**src/design/cache_settings.svh**
```systemverilog
`ifndef CACHE_SETTINGS_SVH
`define CACHE_SETTINGS_SVH

// Address and word widths
`define CACHE_ADDR_W    32
`define CACHE_DATA_W    32

// Line array geometry
`define CACHE_LINES     8
`define CACHE_INDEX_W   3
`define CACHE_OFFSET_W  2

// Address bits 31 down to 5
`define CACHE_TAG_W     27

// One bit above the index so the count can reach the line total
`define CACHE_CNT_W     4

`endif

```
**src/design/cache_addr_pkg.sv**
```systemverilog
`include "cache_settings.svh"

package cache_addr_pkg;

    typedef logic [`CACHE_ADDR_W-1:0]   addr_t;    // Byte address
    typedef logic [`CACHE_DATA_W-1:0]   word_t;    // Data word
    typedef logic [`CACHE_TAG_W-1:0]    tag_t;
    typedef logic [`CACHE_INDEX_W-1:0]  index_t;
    typedef logic [`CACHE_OFFSET_W-1:0] offset_t;

    // One cache line with the data in the upper bits
    typedef struct packed {
        word_t data;
        tag_t  tag;
        logic  valid;
        logic  dirty;
    } line_t;

endpackage

```
**src/design/cache_ctrl_pkg.sv**
```systemverilog
package cache_ctrl_pkg;

    // Controller sequencing states
    typedef enum logic [2:0] {
        IDLE,
        COMPARE,
        WRITE_BACK,     // Dirty victim to memory
        REFILL,         // Line from memory
        FLUSH_CHECK,
        FLUSH_WRITE,
        DONE
    } ctrl_state_t;

    // Source of a line array write
    typedef enum logic [1:0] {
        NONE,
        CPU,
        MEM
    } fill_sel_t;

endpackage

```
**src/design/cache_ctrl_if.sv**
```systemverilog
`timescale 1ns/1ns

interface cache_ctrl_if;

    // Controller to datapath
    cache_ctrl_pkg::fill_sel_t fill_sel;
    logic flush_en;         // Counter picks the line
    logic flush_step;
    logic flush_clear;      // Invalidate counted line
    logic addr_sel_wb;      // Victim address to memory

    // Datapath to controller
    logic hit;
    logic dirty;
    logic flush_done;

    modport ctrl (
        output fill_sel,
        output flush_en,
        output flush_step,
        output flush_clear,
        output addr_sel_wb,
        input  hit,
        input  dirty,
        input  flush_done
    );

    modport dp (
        input  fill_sel,
        input  flush_en,
        input  flush_step,
        input  flush_clear,
        input  addr_sel_wb,
        output hit,
        output dirty,
        output flush_done
    );

endinterface

```
**src/design/cache_controller.sv**
```systemverilog
`timescale 1ns/1ns

module cache_controller (
    input  logic       clk_i,
    input  logic       rst_i,

    // CPU request strobes
    input  logic       cpu_rd_i,
    input  logic       cpu_wr_i,
    input  logic       cpu_flush_i,
    output logic       cpu_done_o,
    output logic       cpu_hit_o,

    // Memory strobes
    input  logic       mem_ack_i,
    output logic       mem_rd_o,
    output logic       mem_wr_o,

    cache_ctrl_if.ctrl ctl
);

    cache_ctrl_pkg::ctrl_state_t state_q;
    cache_ctrl_pkg::ctrl_state_t state_d;

    logic req_wr_q;     // Pending request is a store
    logic hit_q;        // Outcome of the tag compare

    always_ff @(posedge clk_i or negedge rst_i) begin
        if (!rst_i) begin
            state_q  <= cache_ctrl_pkg::IDLE;
            req_wr_q <= 1'b0;
            hit_q    <= 1'b0;
        end else begin
            state_q <= state_d;
            if (state_q == cache_ctrl_pkg::IDLE &&
                (cpu_rd_i || cpu_wr_i || cpu_flush_i)) begin
                req_wr_q <= cpu_wr_i && !cpu_flush_i;
                hit_q    <= 1'b0;
            end
            if (state_q == cache_ctrl_pkg::COMPARE) begin
                hit_q <= ctl.hit;
            end
        end
    end

    // Next state
    always_comb begin
        state_d = state_q;
        case (state_q)
            cache_ctrl_pkg::IDLE: begin
                if (cpu_flush_i) begin
                    state_d = cache_ctrl_pkg::FLUSH_CHECK;
                end else if (cpu_rd_i || cpu_wr_i) begin
                    state_d = cache_ctrl_pkg::COMPARE;
                end
            end
            cache_ctrl_pkg::COMPARE: begin
                if (ctl.hit) begin
                    state_d = cache_ctrl_pkg::DONE;
                end else if (ctl.dirty) begin
                    state_d = cache_ctrl_pkg::WRITE_BACK;
                end else begin
                    state_d = cache_ctrl_pkg::REFILL;
                end
            end
            cache_ctrl_pkg::WRITE_BACK: begin
                if (mem_ack_i) state_d = cache_ctrl_pkg::REFILL;
            end
            cache_ctrl_pkg::REFILL: begin
                if (mem_ack_i) state_d = cache_ctrl_pkg::DONE;
            end
            cache_ctrl_pkg::FLUSH_CHECK: begin
                if (ctl.flush_done) begin
                    state_d = cache_ctrl_pkg::DONE;
                end else if (ctl.dirty) begin
                    state_d = cache_ctrl_pkg::FLUSH_WRITE;
                end
            end
            cache_ctrl_pkg::FLUSH_WRITE: begin
                if (mem_ack_i) state_d = cache_ctrl_pkg::FLUSH_CHECK;
            end
            default: begin
                state_d = cache_ctrl_pkg::IDLE;     // DONE lasts one cycle
            end
        endcase
    end

    // Control outputs per state
    always_comb begin
        cpu_done_o      = 1'b0;
        mem_rd_o        = 1'b0;
        mem_wr_o        = 1'b0;
        ctl.fill_sel    = cache_ctrl_pkg::NONE;
        ctl.flush_en    = 1'b0;
        ctl.flush_step  = 1'b0;
        ctl.flush_clear = 1'b0;
        ctl.addr_sel_wb = 1'b0;
        case (state_q)
            cache_ctrl_pkg::WRITE_BACK: begin
                mem_wr_o        = 1'b1;
                ctl.addr_sel_wb = 1'b1;
            end
            cache_ctrl_pkg::REFILL: begin
                mem_rd_o = 1'b1;
                if (mem_ack_i) ctl.fill_sel = cache_ctrl_pkg::MEM;  // Data valid with ack
            end
            cache_ctrl_pkg::FLUSH_CHECK: begin
                ctl.flush_en = 1'b1;
                // Clean lines are dropped without a memory write
                if (!ctl.flush_done && !ctl.dirty) begin
                    ctl.flush_clear = 1'b1;
                    ctl.flush_step  = 1'b1;
                end
            end
            cache_ctrl_pkg::FLUSH_WRITE: begin
                ctl.flush_en    = 1'b1;
                ctl.addr_sel_wb = 1'b1;
                mem_wr_o        = 1'b1;
                if (mem_ack_i) begin
                    ctl.flush_clear = 1'b1;
                    ctl.flush_step  = 1'b1;
                end
            end
            cache_ctrl_pkg::DONE: begin
                cpu_done_o = 1'b1;
                // Store goes in after any refill has settled
                if (req_wr_q) ctl.fill_sel = cache_ctrl_pkg::CPU;
            end
            default: ;
        endcase
    end

    assign cpu_hit_o = hit_q;

    a_mem_strobes_exclusive: assert property (
        @(posedge clk_i) disable iff (!rst_i)
        !(mem_rd_o && mem_wr_o)
    ) else $error("Memory read and write strobes both high");

    a_done_pulse: assert property (
        @(posedge clk_i) disable iff (!rst_i)
        cpu_done_o |=> !cpu_done_o
    ) else $error("cpu_done_o held longer than one cycle");

endmodule

```
**src/design/cache_datapath.sv**
```systemverilog
`timescale 1ns/1ns
`include "cache_settings.svh"

module cache_datapath (
    input  logic                  clk_i,
    input  logic                  rst_i,

    // CPU side
    input  cache_addr_pkg::addr_t cpu_addr_i,
    input  cache_addr_pkg::word_t cpu_wdata_i,
    output cache_addr_pkg::word_t cpu_rdata_o,

    // Memory side
    input  cache_addr_pkg::word_t mem_rdata_i,
    output cache_addr_pkg::addr_t mem_addr_o,
    output cache_addr_pkg::word_t mem_wdata_o,

    cache_ctrl_if.dp              ctl
);

    localparam logic [`CACHE_CNT_W-1:0] LAST_CNT = `CACHE_LINES;

    cache_addr_pkg::line_t  lines [`CACHE_LINES];

    cache_addr_pkg::tag_t   req_tag;
    cache_addr_pkg::index_t req_index;
    cache_addr_pkg::index_t sel_idx;
    cache_addr_pkg::line_t  sel_line;
    cache_addr_pkg::addr_t  wb_addr;

    logic [`CACHE_CNT_W-1:0] flush_cnt;

    // Address decode
    assign req_tag   = cpu_addr_i[`CACHE_ADDR_W-1 -: `CACHE_TAG_W];
    assign req_index = cpu_addr_i[`CACHE_OFFSET_W +: `CACHE_INDEX_W];

    // During a flush the counter walks the lines
    assign sel_idx  = ctl.flush_en ? flush_cnt[`CACHE_INDEX_W-1:0] : req_index;
    assign sel_line = lines[sel_idx];

    // Status back to the controller
    assign ctl.hit        = sel_line.valid && (sel_line.tag == req_tag);
    assign ctl.dirty      = sel_line.dirty;
    assign ctl.flush_done = (flush_cnt == LAST_CNT);

    // Word aligned victim address rebuilt from the stored tag
    assign wb_addr = {sel_line.tag, sel_idx, cache_addr_pkg::offset_t'('0)};

    assign cpu_rdata_o = sel_line.data;
    assign mem_wdata_o = sel_line.data;
    assign mem_addr_o  = ctl.addr_sel_wb ? wb_addr : cpu_addr_i;   // Refill uses request address

    // Line array writes
    always_ff @(posedge clk_i or negedge rst_i) begin
        if (!rst_i) begin
            for (int i = 0; i < `CACHE_LINES; i++) begin
                lines[i] <= '0;
            end
        end else begin
            case (ctl.fill_sel)
                cache_ctrl_pkg::CPU: begin
                    lines[sel_idx].data  <= cpu_wdata_i;
                    lines[sel_idx].valid <= 1'b1;
                    lines[sel_idx].dirty <= 1'b1;   // Store makes the line dirty
                end
                cache_ctrl_pkg::MEM: begin
                    lines[sel_idx].data  <= mem_rdata_i;
                    lines[sel_idx].tag   <= req_tag;
                    lines[sel_idx].valid <= 1'b1;
                    lines[sel_idx].dirty <= 1'b0;   // Refilled line is clean
                end
                default: begin
                    if (ctl.flush_clear) begin
                        lines[sel_idx].valid <= 1'b0;
                        lines[sel_idx].dirty <= 1'b0;
                    end
                end
            endcase
        end
    end

    // Flush counter held at zero outside a flush
    always_ff @(posedge clk_i or negedge rst_i) begin
        if (!rst_i) begin
            flush_cnt <= '0;
        end else if (!ctl.flush_en) begin
            flush_cnt <= '0;
        end else if (ctl.flush_step) begin
            flush_cnt <= flush_cnt + 1'b1;
        end
    end

    // A CPU store must not land on a line picked by the flush counter
    a_no_cpu_fill_in_flush: assert property (
        @(posedge clk_i) disable iff (!rst_i)
        ctl.flush_en |-> (ctl.fill_sel != cache_ctrl_pkg::CPU)
    ) else $error("CPU line write during flush");

    // Controller must stop stepping once all lines are walked
    a_cnt_bound: assert property (
        @(posedge clk_i) disable iff (!rst_i)
        (flush_cnt == LAST_CNT) |-> !ctl.flush_step
    ) else $error("Flush counter stepped past last line");

endmodule

```
**src/design/cache_top.sv**
```systemverilog
`timescale 1ns/1ns

module cache_top (
    input  logic                  clk_i,
    input  logic                  rst_i,

    // CPU port
    input  logic                  cpu_rd_i,
    input  logic                  cpu_wr_i,
    input  logic                  cpu_flush_i,
    input  cache_addr_pkg::addr_t cpu_addr_i,
    input  cache_addr_pkg::word_t cpu_wdata_i,
    output cache_addr_pkg::word_t cpu_rdata_o,
    output logic                  cpu_done_o,
    output logic                  cpu_hit_o,

    // Main memory port
    output logic                  mem_rd_o,
    output logic                  mem_wr_o,
    output cache_addr_pkg::addr_t mem_addr_o,
    output cache_addr_pkg::word_t mem_wdata_o,
    input  logic                  mem_ack_i,
    input  cache_addr_pkg::word_t mem_rdata_i
);

    cache_ctrl_if ctl_if ();

    cache_controller cache_controller_inst (
        .clk_i       (clk_i),
        .rst_i       (rst_i),
        .cpu_rd_i    (cpu_rd_i),
        .cpu_wr_i    (cpu_wr_i),
        .cpu_flush_i (cpu_flush_i),
        .cpu_done_o  (cpu_done_o),
        .cpu_hit_o   (cpu_hit_o),
        .mem_ack_i   (mem_ack_i),
        .mem_rd_o    (mem_rd_o),
        .mem_wr_o    (mem_wr_o),
        .ctl         (ctl_if.ctrl)
    );

    cache_datapath cache_datapath_inst (
        .clk_i       (clk_i),
        .rst_i       (rst_i),
        .cpu_addr_i  (cpu_addr_i),
        .cpu_wdata_i (cpu_wdata_i),
        .cpu_rdata_o (cpu_rdata_o),
        .mem_rdata_i (mem_rdata_i),
        .mem_addr_o  (mem_addr_o),
        .mem_wdata_o (mem_wdata_o),
        .ctl         (ctl_if.dp)
    );

endmodule

```
**config.mk**
```make
export PLATFORM = sky130hd
export DESIGN_NAME = cache_top
export DESIGN_NICKNAME = d
export VERILOG_FILES = /design/src/design/cache_addr_pkg.sv /design/src/design/cache_ctrl_pkg.sv /design/src/design/cache_ctrl_if.sv /design/src/design/cache_controller.sv /design/src/design/cache_datapath.sv /design/src/design/cache_top.sv
export VERILOG_INCLUDE_DIRS = /design/src /design/src/design
export SDC_FILE = /design/constraint.sdc
export NUM_CORES = 1
export LEC_CHECK = 0
export ABC_CLOCK_PERIOD_IN_PS = 4290
export BUFFER_PORTS_ARGS = -buffer_cell sky130_fd_sc_hd__buf_2
export CAP_MARGIN = 30
export CORE_ASPECT_RATIO = 1.2
export CORE_MARGIN = 2
export CORE_UTILIZATION = 40
export DETAILED_ROUTE_END_ITERATION = 8
export HOLD_SLACK_MARGIN = 0.08
export MAX_ROUTING_LAYER = met4
export PLACE_DENSITY = 0.68
export SKIP_LAST_GASP = 1
export SYNTH_ARGS = -nofsm -noshare
export SYNTH_HDL_FRONTEND = slang
export SYNTH_SLANG_ARGS = --single-unit
```
**constraint.sdc**
```tcl
create_clock -name clk_i -period 4.29 [get_ports clk_i]
set_input_delay 0.858 -clock clk_i [delete_from_list [all_inputs] [get_ports clk_i]]
set_output_delay 0.858 -clock clk_i [all_outputs]
set_load 0.01 [all_outputs]
```
; ---- Word level (Yosys, flattened, before mapping)
; Cells that the tools add are included.
; Widths: inputs -> output; s select.
[word_totals]
ff_bits = 497
in_bits = 102
out_inout_bits = 100
wordCells = 120
[classes]
add_sub_neg = 1
n_lt_le_gt_ge = 2
n_eq_ne = 16
n_mux = 48
n_bitwise = 1
n_reduce_logical = 16
[op_table]
columns = op, n
row1 = $bwmux 488, 9
row2 = $pmux 488 s2, 1
row3 = $demux 61 s3, 4
row4 = $mux 488, 1
row5 = $bmux 61 s3, 1
row6 = $mux 61, 3
row7 = $mux 32, 1
row8 = $mux 29, 1
row9 = $eq 27x27->1, 1
row10 = $mux 3, 9
row11 = $pmux 3 s6, 1
row12 = $mux 1, 11
row13 = $eq 3x3->1 const B, 3
row14 = $mux 4, 2
row15 = $ne 2x2->1 const B, 4
row16 = $eq 3x2->1 const B, 2
row17 = $logic_and 1x1->1, 5
row18 = $reduce_and 5->1, 1
row19 = $add 4x1->4 const B, 1
row20 = $eq 4x4->1 const B, 1
row21 = $ge 4x4->1 const B, 1
row22 = $lt 4x1->1 const B, 1
row23 = $mux 2, 2
row24 = $not 3->4, 1
row25 = 13 further kinds, 17

; ---- Logic depth before layout (Yosys ltp)
; Gate-level depths: netlist of the first run.
[depth]
word_depth = 14
mapped_depth = 16
ltp_nobuf = 11

; ---- Modules after synthesis
; From an unflattened synthesis of the first run, not the netlist that was laid out.
[unflattened]
cells_unflattened = 1969
area_unflattened_um2 = 22545.4
[by_module_without_submodules]
columns = module, n_inst, cells_per_inst, area_per_inst_um2, seq_area_each_um2
row1 = cache_datapath, 1, 1922, 22151.2, 12311.8
row2 = cache_controller, 1, 47, 394.1, 125.1

; ---- Worst setup path before layout of the first run
; Ideal clock, no wire load.
[synth_timing]
kind = input port to output port
start = input cpu_addr_i[3]
end = output mem_wdata_o[24]
t_arrival_ps = 2886
required_time_ps = 3432
slack_ps = 546
cell_stages = 11
n_path_buf = 6
path_cell_list = buf_2 > nand2b_1 > mux2_2 > buf_2 > buf_2 > nor2_1 > buf_2 > buf_1 > a22oi_1 > nand4b_1 > buf_4
[synth_between]
elab_chain_len = 5
[synth_rtl]
columns = item, line_no
row1 = "start, declared", cache_top.sv:11  ; input cache_addr_pkg::addr_t cpu_addr_i,
row2 = $mux 3, cache_datapath.sv:38  ; assign sel_idx = ctl.flush_en ? flush_cnt[`CACHE_INDEX_W-1:0] : req_index;
row3 = $not 3->4 (implied by the code), cache_datapath.sv:39  ; assign sel_line = lines[sel_idx];
row4 = $bmux 61 s3, cache_datapath.sv:39
row5 = $mux 61 (implied by the code) (2 in series), cache_datapath.sv:39
row6 = "end, declared", cache_top.sv:21  ; output cache_addr_pkg::word_t mem_wdata_o,
; Every way passes these cells. The select of a mux whose other input is x is not followed.

; ---- Worst setup path after layout of the first run
[layout_timing]
start = register cache_controller_inst.state_q[1]
end = output cpu_rdata_o[12]
[layout_between]
elab_chain_len = 8
elab_cells_between_ends = 9
cone_classes = 2 x eq/ne / 5 x mux / 1 x bitwise / 1 x reduce/logical
[layout_rtl]
columns = item, line_no
row1 = "start, declared", cache_controller.sv:22  ; cache_ctrl_pkg::ctrl_state_t state_q;
row2 = "start signal, assigned", cache_controller.sv:30  ; state_q <= cache_ctrl_pkg::IDLE;
row3 = "start signal, assigned", cache_controller.sv:34  ; state_q <= state_d;
row4 = $eq 3x3->1, cache_controller.sv:98  ; case (state_q)
row5 = $reduce_or 2->1 (no source line) (*), -
row6 = $mux 1 (*), cache_controller.sv:98
row7 = $mux 3 (*), cache_datapath.sv:38
row8 = $not 3->4 (implied by the code) (*), cache_datapath.sv:39
row9 = $bmux 61 s3 (*), cache_datapath.sv:39
row10 = $mux 61 (implied by the code) (*) (2 in series), cache_datapath.sv:39
row11 = "end, declared", cache_top.sv:13  ; output cache_addr_pkg::word_t cpu_rdata_o,
; Every way passes the cells marked *; elsewhere a longest branch is shown, timed or not. The select of a mux whose other input is x is not followed.

==> results of run 1 <==
==> stage by stage <==
step | utilization [%] | cell area, µm² | power [mW] | setup slack, ns
finish | 46.6 | 28400 | 14.7 | 0.117
global route | 46.6 | 28400 | 15.2 | 0.0411
CTS | 46.5 | 28400 | 14.6 | 0.00129
detailed placement | 43.5 | 26600 | 9.81 | 0.397
global placement | 43.2 | 26400 | 9.70 | 0.386
floorplan | - | 24800 | 8.06 | 0.546
==> path summary, 6_finish.rpt <==
check                                                   to                                          from  slack [ns]
worst min-delay path            asynchronous set/reset pin                                         rst_i        0.27
min in group clk_i                               flip-flop                                     flip-flop        0.51
worst max register to register                   flip-flop  cache_datapath_inst.flush_cnt[0]$_DFFE_PN0P_        0.70
max in group asynchronous       asynchronous set/reset pin                                         rst_i        2.91
worst min register to register                   flip-flop                                     flip-flop        0.51
worst max-delay path                       cpu_rdata_o[12]  cache_controller_inst.state_q[1]$_DFFE_PN0P_        0.12
==> what timing repair did <==
item                       in CTS  in global routing
setup endpoints to repair       1                  6
buffers inserted                0                  5
resized for setup               1                  3
==> cell type report <==
type / instances / area [µm²]
timing repair buffer: 305 / 2090
sequential: 497 / 12400
antenna: 3 / 7.51
fill: 5467 / 32600
clock buffer: 67 / 1450
clock inverter: 30 / 364
tap: 808 / 1010
inverter: 26 / 97.6
multi-input combinational: 1404 / 11000
==> power groups by stage <==
stage                     clock [mW]  sequential, mW  combinational, mW
after floorplan                    0            5.22               2.84
after global placement             0            5.29               4.41
after detailed placement           0            5.31               4.50
after CTS                       4.83            5.23               4.52
after global routing            5.04            5.27               4.85
final                           4.78            5.24               4.64
==> routing by layer <==
layer | up-vias | share of wire [%]
met1 | 10303 | 40
met3 | 271 | 8.7
met2 | 1133 | 47
met5 | - | 0
li1 | 8544 | -
met4 | 0 | 4.6
==> cells by family (layout without fill, tap and decap cells) <==
kind of cell,Yosys count,in the layout,synth area share (%)
multiplexers,225,225,9.34
XOR/XNOR,27,27,0.954
flip-flops,497,497,50.2
AND/OR/NAND/NOR,369,369,6.95
other,0,3,0
buffers and inverters,278,428,6.40
adder cells (fa/ha/maj),4,4,0.202
AO/OA/AOI/OAI,779,779,26.0
==> Yosys cell counts (all sizes together), types with 6 or more instances <==
| library cell | count |
|---|---|
| a211oi | 9 |
| mux2 | 31 |
| nor2 | 174 |
| nand4 | 25 |
| mux2i | 194 |
| xor2 | 26 |
| buf | 161 |
| a21o | 9 |
| nand2 | 55 |
| o21ai | 32 |
| nand3 | 13 |
| inv | 26 |
| a22o | 505 |
| dfrtp | 497 |
| nand2b | 8 |
| clkbuf | 91 |
| o22ai | 21 |
| a21oi | 32 |
| a22oi | 108 |
| a221oi | 15 |
| nor4 | 15 |
| o32ai | 22 |
| a31oi | 6 |
| nor3 | 54 |
==> worst max-delay path, cell delays in order (launching register included) <==
cell	delay (ns)
dfrtp_1	0.47
buf_4	0.25
and4bb_1	0.34
a31oi_4	0.07
buf_4	0.22
nor2_4	0.55
buf_4	0.33
a22oi_1	0.09
nand4_1	0.20
buf_2	0.17
==> cell usage in the layout (no fill, tap or decap), drive strengths merged, types with 8 or more instances in the layout <==
master / count
a22o: 505
dfrtp: 497
buf: 305
mux2i: 194
nor2: 174
a22oi: 108
clkbuf: 67
nand2: 55
nor3: 54
a21oi: 32
o21ai: 32
mux2: 31
inv: 27
xor2: 26
nand4: 25
o32ai: 22
o22ai: 21
clkinv: 18
nor4: 15
a221oi: 15
nand3: 13
a21o: 9
a211oi: 9
nand2b: 8
==> results.toml, run 1 <==
[pwr]
internal_power_mw = 9.34
ir_drop_uv = 378
p_sw_mw = 5.31
p_comb_share_pct = 31.6
pwr-share-seq_pct = 35.7
leakage_nw = 13.2
pwr-share-clk_pct = 32.6
p_per_area_nw_per_um2 = 515
power.share.switching_pct = 36.3

[layout]
fin_nets = 2393
layout-drive-gt1-share_pct = 20.7
final_cell_count_no_fill = 3140
syn2layout_area_growth_pct = 14.7

[yosys]
synthFlopType = "dfrtp_1"
postSynth.asyncResetShare_pct = 100
ys_seq_area_share_pct = 50.2
synthDominantCellAreaShare_pct = 50.2
synth_area_leaders = "dfrtp_1 (50%), a22o_1 (18%), mux2i_1 (7.7%)"
synth_seq_cells = 497
syn-cell-area_um2 = 24800
synth_fp_nets = 2285
avgSynthCellArea_um2 = 11.4
syn-instance-count = 2179
yosysWarningCount = 0
synth_edf_count = 0
synth_cell_types = 66
yosys.area.top_type = "dfrtp_1"

[sta]
worstMarginPinSlew_ns = 1.03
rsz0062_at_grt = "false"
fmax_mhz = 240
period_share_pct = 97.3
layout_min_cycle_time_ns = 4.17
hold_violations = 0
max_slew_margin_pct = 31.0
holdWs_ns = 0.274
fin_tns_setup_ns = 0
slew_viol_final = 0
clock_skew_ns = 0.0208
setup_viol = 0

[worst_setup_path]
critPathArrivalTime_ns = 3.31
start_kind = "flip-flop"
cp.required_ns = 3.43
cp_max_fo = 17
rr_worst_depth = 14
cp-end-kind = "output pin"
path_class = "reg2out"

[global_route]
grt_use_met3_pct = 4.86
antenna_found_initial = 5
grt_pass1_vias = 20528
grt_usage_pct = 26.0
use_met1_pct = 32.9
met2_usage_pct = 40.4
grt.busiest_layer = "met2"
grt-ovfl-total = 0
grt_max_degree = 107
grt_pass1_wl_um = 126000

[placement]
io_buffer_count = 201
place_hpwl_um = 49100
gp_congestion = 0.862
dp_cells = 3035

[clocking]
cts_made_buffers = 53
h-tree-depth = 2
insertion_delay_ns = 0.63
hold_buffers = 0
path_clk_slew_ns = 0.06
cts_root_buffer = "clkbuf_16"
cts_sinks = 497
cts_tree = "yes"
clk_path_buf_depth = 3

[floorplan]
die_width_um = 231
die_h_um = 277
core_area_um2 = 61100
start_util_pct = 40.6
io_pins = 202
rows = 99
die-area_um2 = 64000

[drt]
ant_nets = 0
dr.pass1.iters = 6
route.detailed.drc = 0
drt_iter0_drc = 2121
num_vias = 20251
drt-total-wl_um = 81800
wl_per_cell_um = 26.0
viasPerCell = 6.45

[worst_hold_path]
hold_class = "in2async"

[run]
drv_cap = 0

[outcome]
status = "completed"
(Power assumes the default switching activity.)
==> run 2, diff against run 1 <==
--- a/config.mk
+++ b/config.mk
@@ -13,6 +13,7 @@
 export CORE_MARGIN = 2
 export CORE_UTILIZATION = 40
 export DETAILED_ROUTE_END_ITERATION = 8
+export GPL_TIMING_DRIVEN = 0
 export HOLD_SLACK_MARGIN = 0.08
 export MAX_ROUTING_LAYER = met4
 export PLACE_DENSITY = 0.68
==> results.toml, run 2 (synthesis gave the netlist of run 1 again) <==
[floorplan]
start_util_pct = 40.6
die_width_um = 231
die_h_um = 277
core_area_um2 = 61100
rows = 99
io_pins = 202
die-area_um2 = 64000

[drt]
route.detailed.drc = 0
viasPerCell = 6.54
drt-total-wl_um = 94200
drt_iter0_drc = 2568
dr.pass1.iters = 7
num_vias = 21471
wl_per_cell_um = 28.7
ant_nets = 0

[sta]
period_share_pct = 99.4
slew_viol_final = 0
fmax_mhz = 234
rsz0062_at_grt = "true"
worstMarginPinSlew_ns = 1.19
finalWorstSetupSlack_ns = 0.0244
clock_skew_ns = 0.0264
layout_min_cycle_time_ns = 4.27
max_slew_margin_pct = 20.2
setup_viol = 0
hold_violations = 0

[layout]
most-common-layout-cells = "a22o_1 (505), dfrtp_1 (497), buf_2 (222)"
fin_nets = 2536
regArea_um2 = 12400
multi_input_area_um2 = 10900
layout_commonest_cell = "a22o_1"
layout-drive-gt1-share_pct = 21.5
final_util_pct = 47.7
syn2layout_area_growth_pct = 17.5
fillers = 5484

[worst_setup_path]
cp-end-kind = "output pin"
critPathArrivalTime_ns = 3.41
r2r_slack_ns = 0.12
cp_max_fo = 10
cp.required_ns = 3.43
path_class = "reg2out"
r2r_start = "cache_controller_inst.state_q[0]$_DFFE_PN0P_"
rr_worst_depth = 9
start_kind = "flip-flop"

[run]
drv_cap = 0

[global_route]
grt_max_degree = 130
grt-ovfl-total = 0
grt_pass1_wl_um = 139000
grt_pass1_vias = 21441
antenna_found_initial = 3
grt_usage_pct = 29.7

[clocking]
path_clk_slew_ns = 0.06
h-tree-depth = 2
cts_made_buffers = 54
insertion_delay_ns = 0.65
cts_root_buffer = "clkbuf_16"
cts_tree = "yes"
cts_sinks = 497
clk_path_buf_depth = 3

[placement]
dp_slack_ns = -0.884
gp_congestion = 0.943
place_hpwl_um = 63400
io_buffer_count = 176

[worst_hold_path]
hold_class = "in2async"

[pwr]
p_per_area_nw_per_um2 = 528
ir_drop_uv = 353
leakage_nw = 13.7

[outcome]
status = "completed"
run 2: routing by layer:
metal  track usage [%]  up-vias  wire [µm]
li1                  -     8836          -
met1              35.6    10843      35100
met2              46.0     1435      43700
met3              6.91      357       9640
met4              16.7        0       5860
met5                 -        -          0
run 2: how the worst max path moves through the flow:
stage               cells after the start  slack, ns                                    startpoint                         end
floorplan                              11       0.55                                 cpu_addr_i[3]             mem_wdata_o[24]
CTS                                    11      -0.02  cache_controller_inst.state_q[1]$_DFFE_PN0P_             mem_wdata_o[20]
global route                            8      -0.01  cache_controller_inst.state_q[1]$_DFFE_PN0P_              mem_addr_o[12]
finish                                 11       0.02  cache_controller_inst.state_q[1]$_DFFE_PN0P_             mem_wdata_o[22]
detailed placement                     10      -0.88                                 cpu_addr_i[3]             mem_wdata_o[28]
global placement                        1      -7.32                                         rst_i  asynchronous set/reset pin
run 2: worst max-delay path: stages (launching register included):
cell,delay (ns)
dfrtp_1,0.38
nand2b_4,0.14
buf_6,0.17
mux2_2,0.43
buf_8,0.19
buf_8,0.17
nor2_2,0.16
buf_2,0.45
a22oi_1,0.17
nand3_1,0.23
buf_4,0.15
buf_2,0.11
run 2: area by class of cell:
cell class,count,share of cell area (%)
buffer,251,5.70
clock buffer,77,5.42
clock inverter,23,0.984
tap,808,3.47
sequential,497,42.7
timing repair buffer,196,4.02
multi-input combinational,1404,37.3
inverter,26,0.335
antenna,3,0.0258
run 2: what timing repair did:
action | CTS | global route
endpoints found under the setup margin | 227 | 193
resized for setup | 85 | 33
hold buffers | 0 | 0
pin swaps | 2 | 4
buffers inserted | 8 | 0
run 2: power by group:
group,switching [mW],internal [mW]
Clock,2.08,2.87
Combinational,3.54,1.67
Sequential,0.225,4.99
run 2: through the flow:
stage | setup TNS [ns] | hold slack, ns | instances | power, mW | cell area (µm²)
6_report | 0 | 0.182 | 3285 | 15.4 | 29100
2_1_floorplan | 0 | 0.467 | 2179 | 8.06 | 24800
3_3_place_gp | -3663.90 | 0.483 | 3163 | 10.0 | 26700
3_5_place_dp | -64.33 | 0.490 | 3175 | 10.2 | 26900
5_1_grt | -0.0221 | 0.226 | 3285 | 15.7 | 29100
4_1_cts | -0.0175 | 0.199 | 3282 | 15.2 | 29000
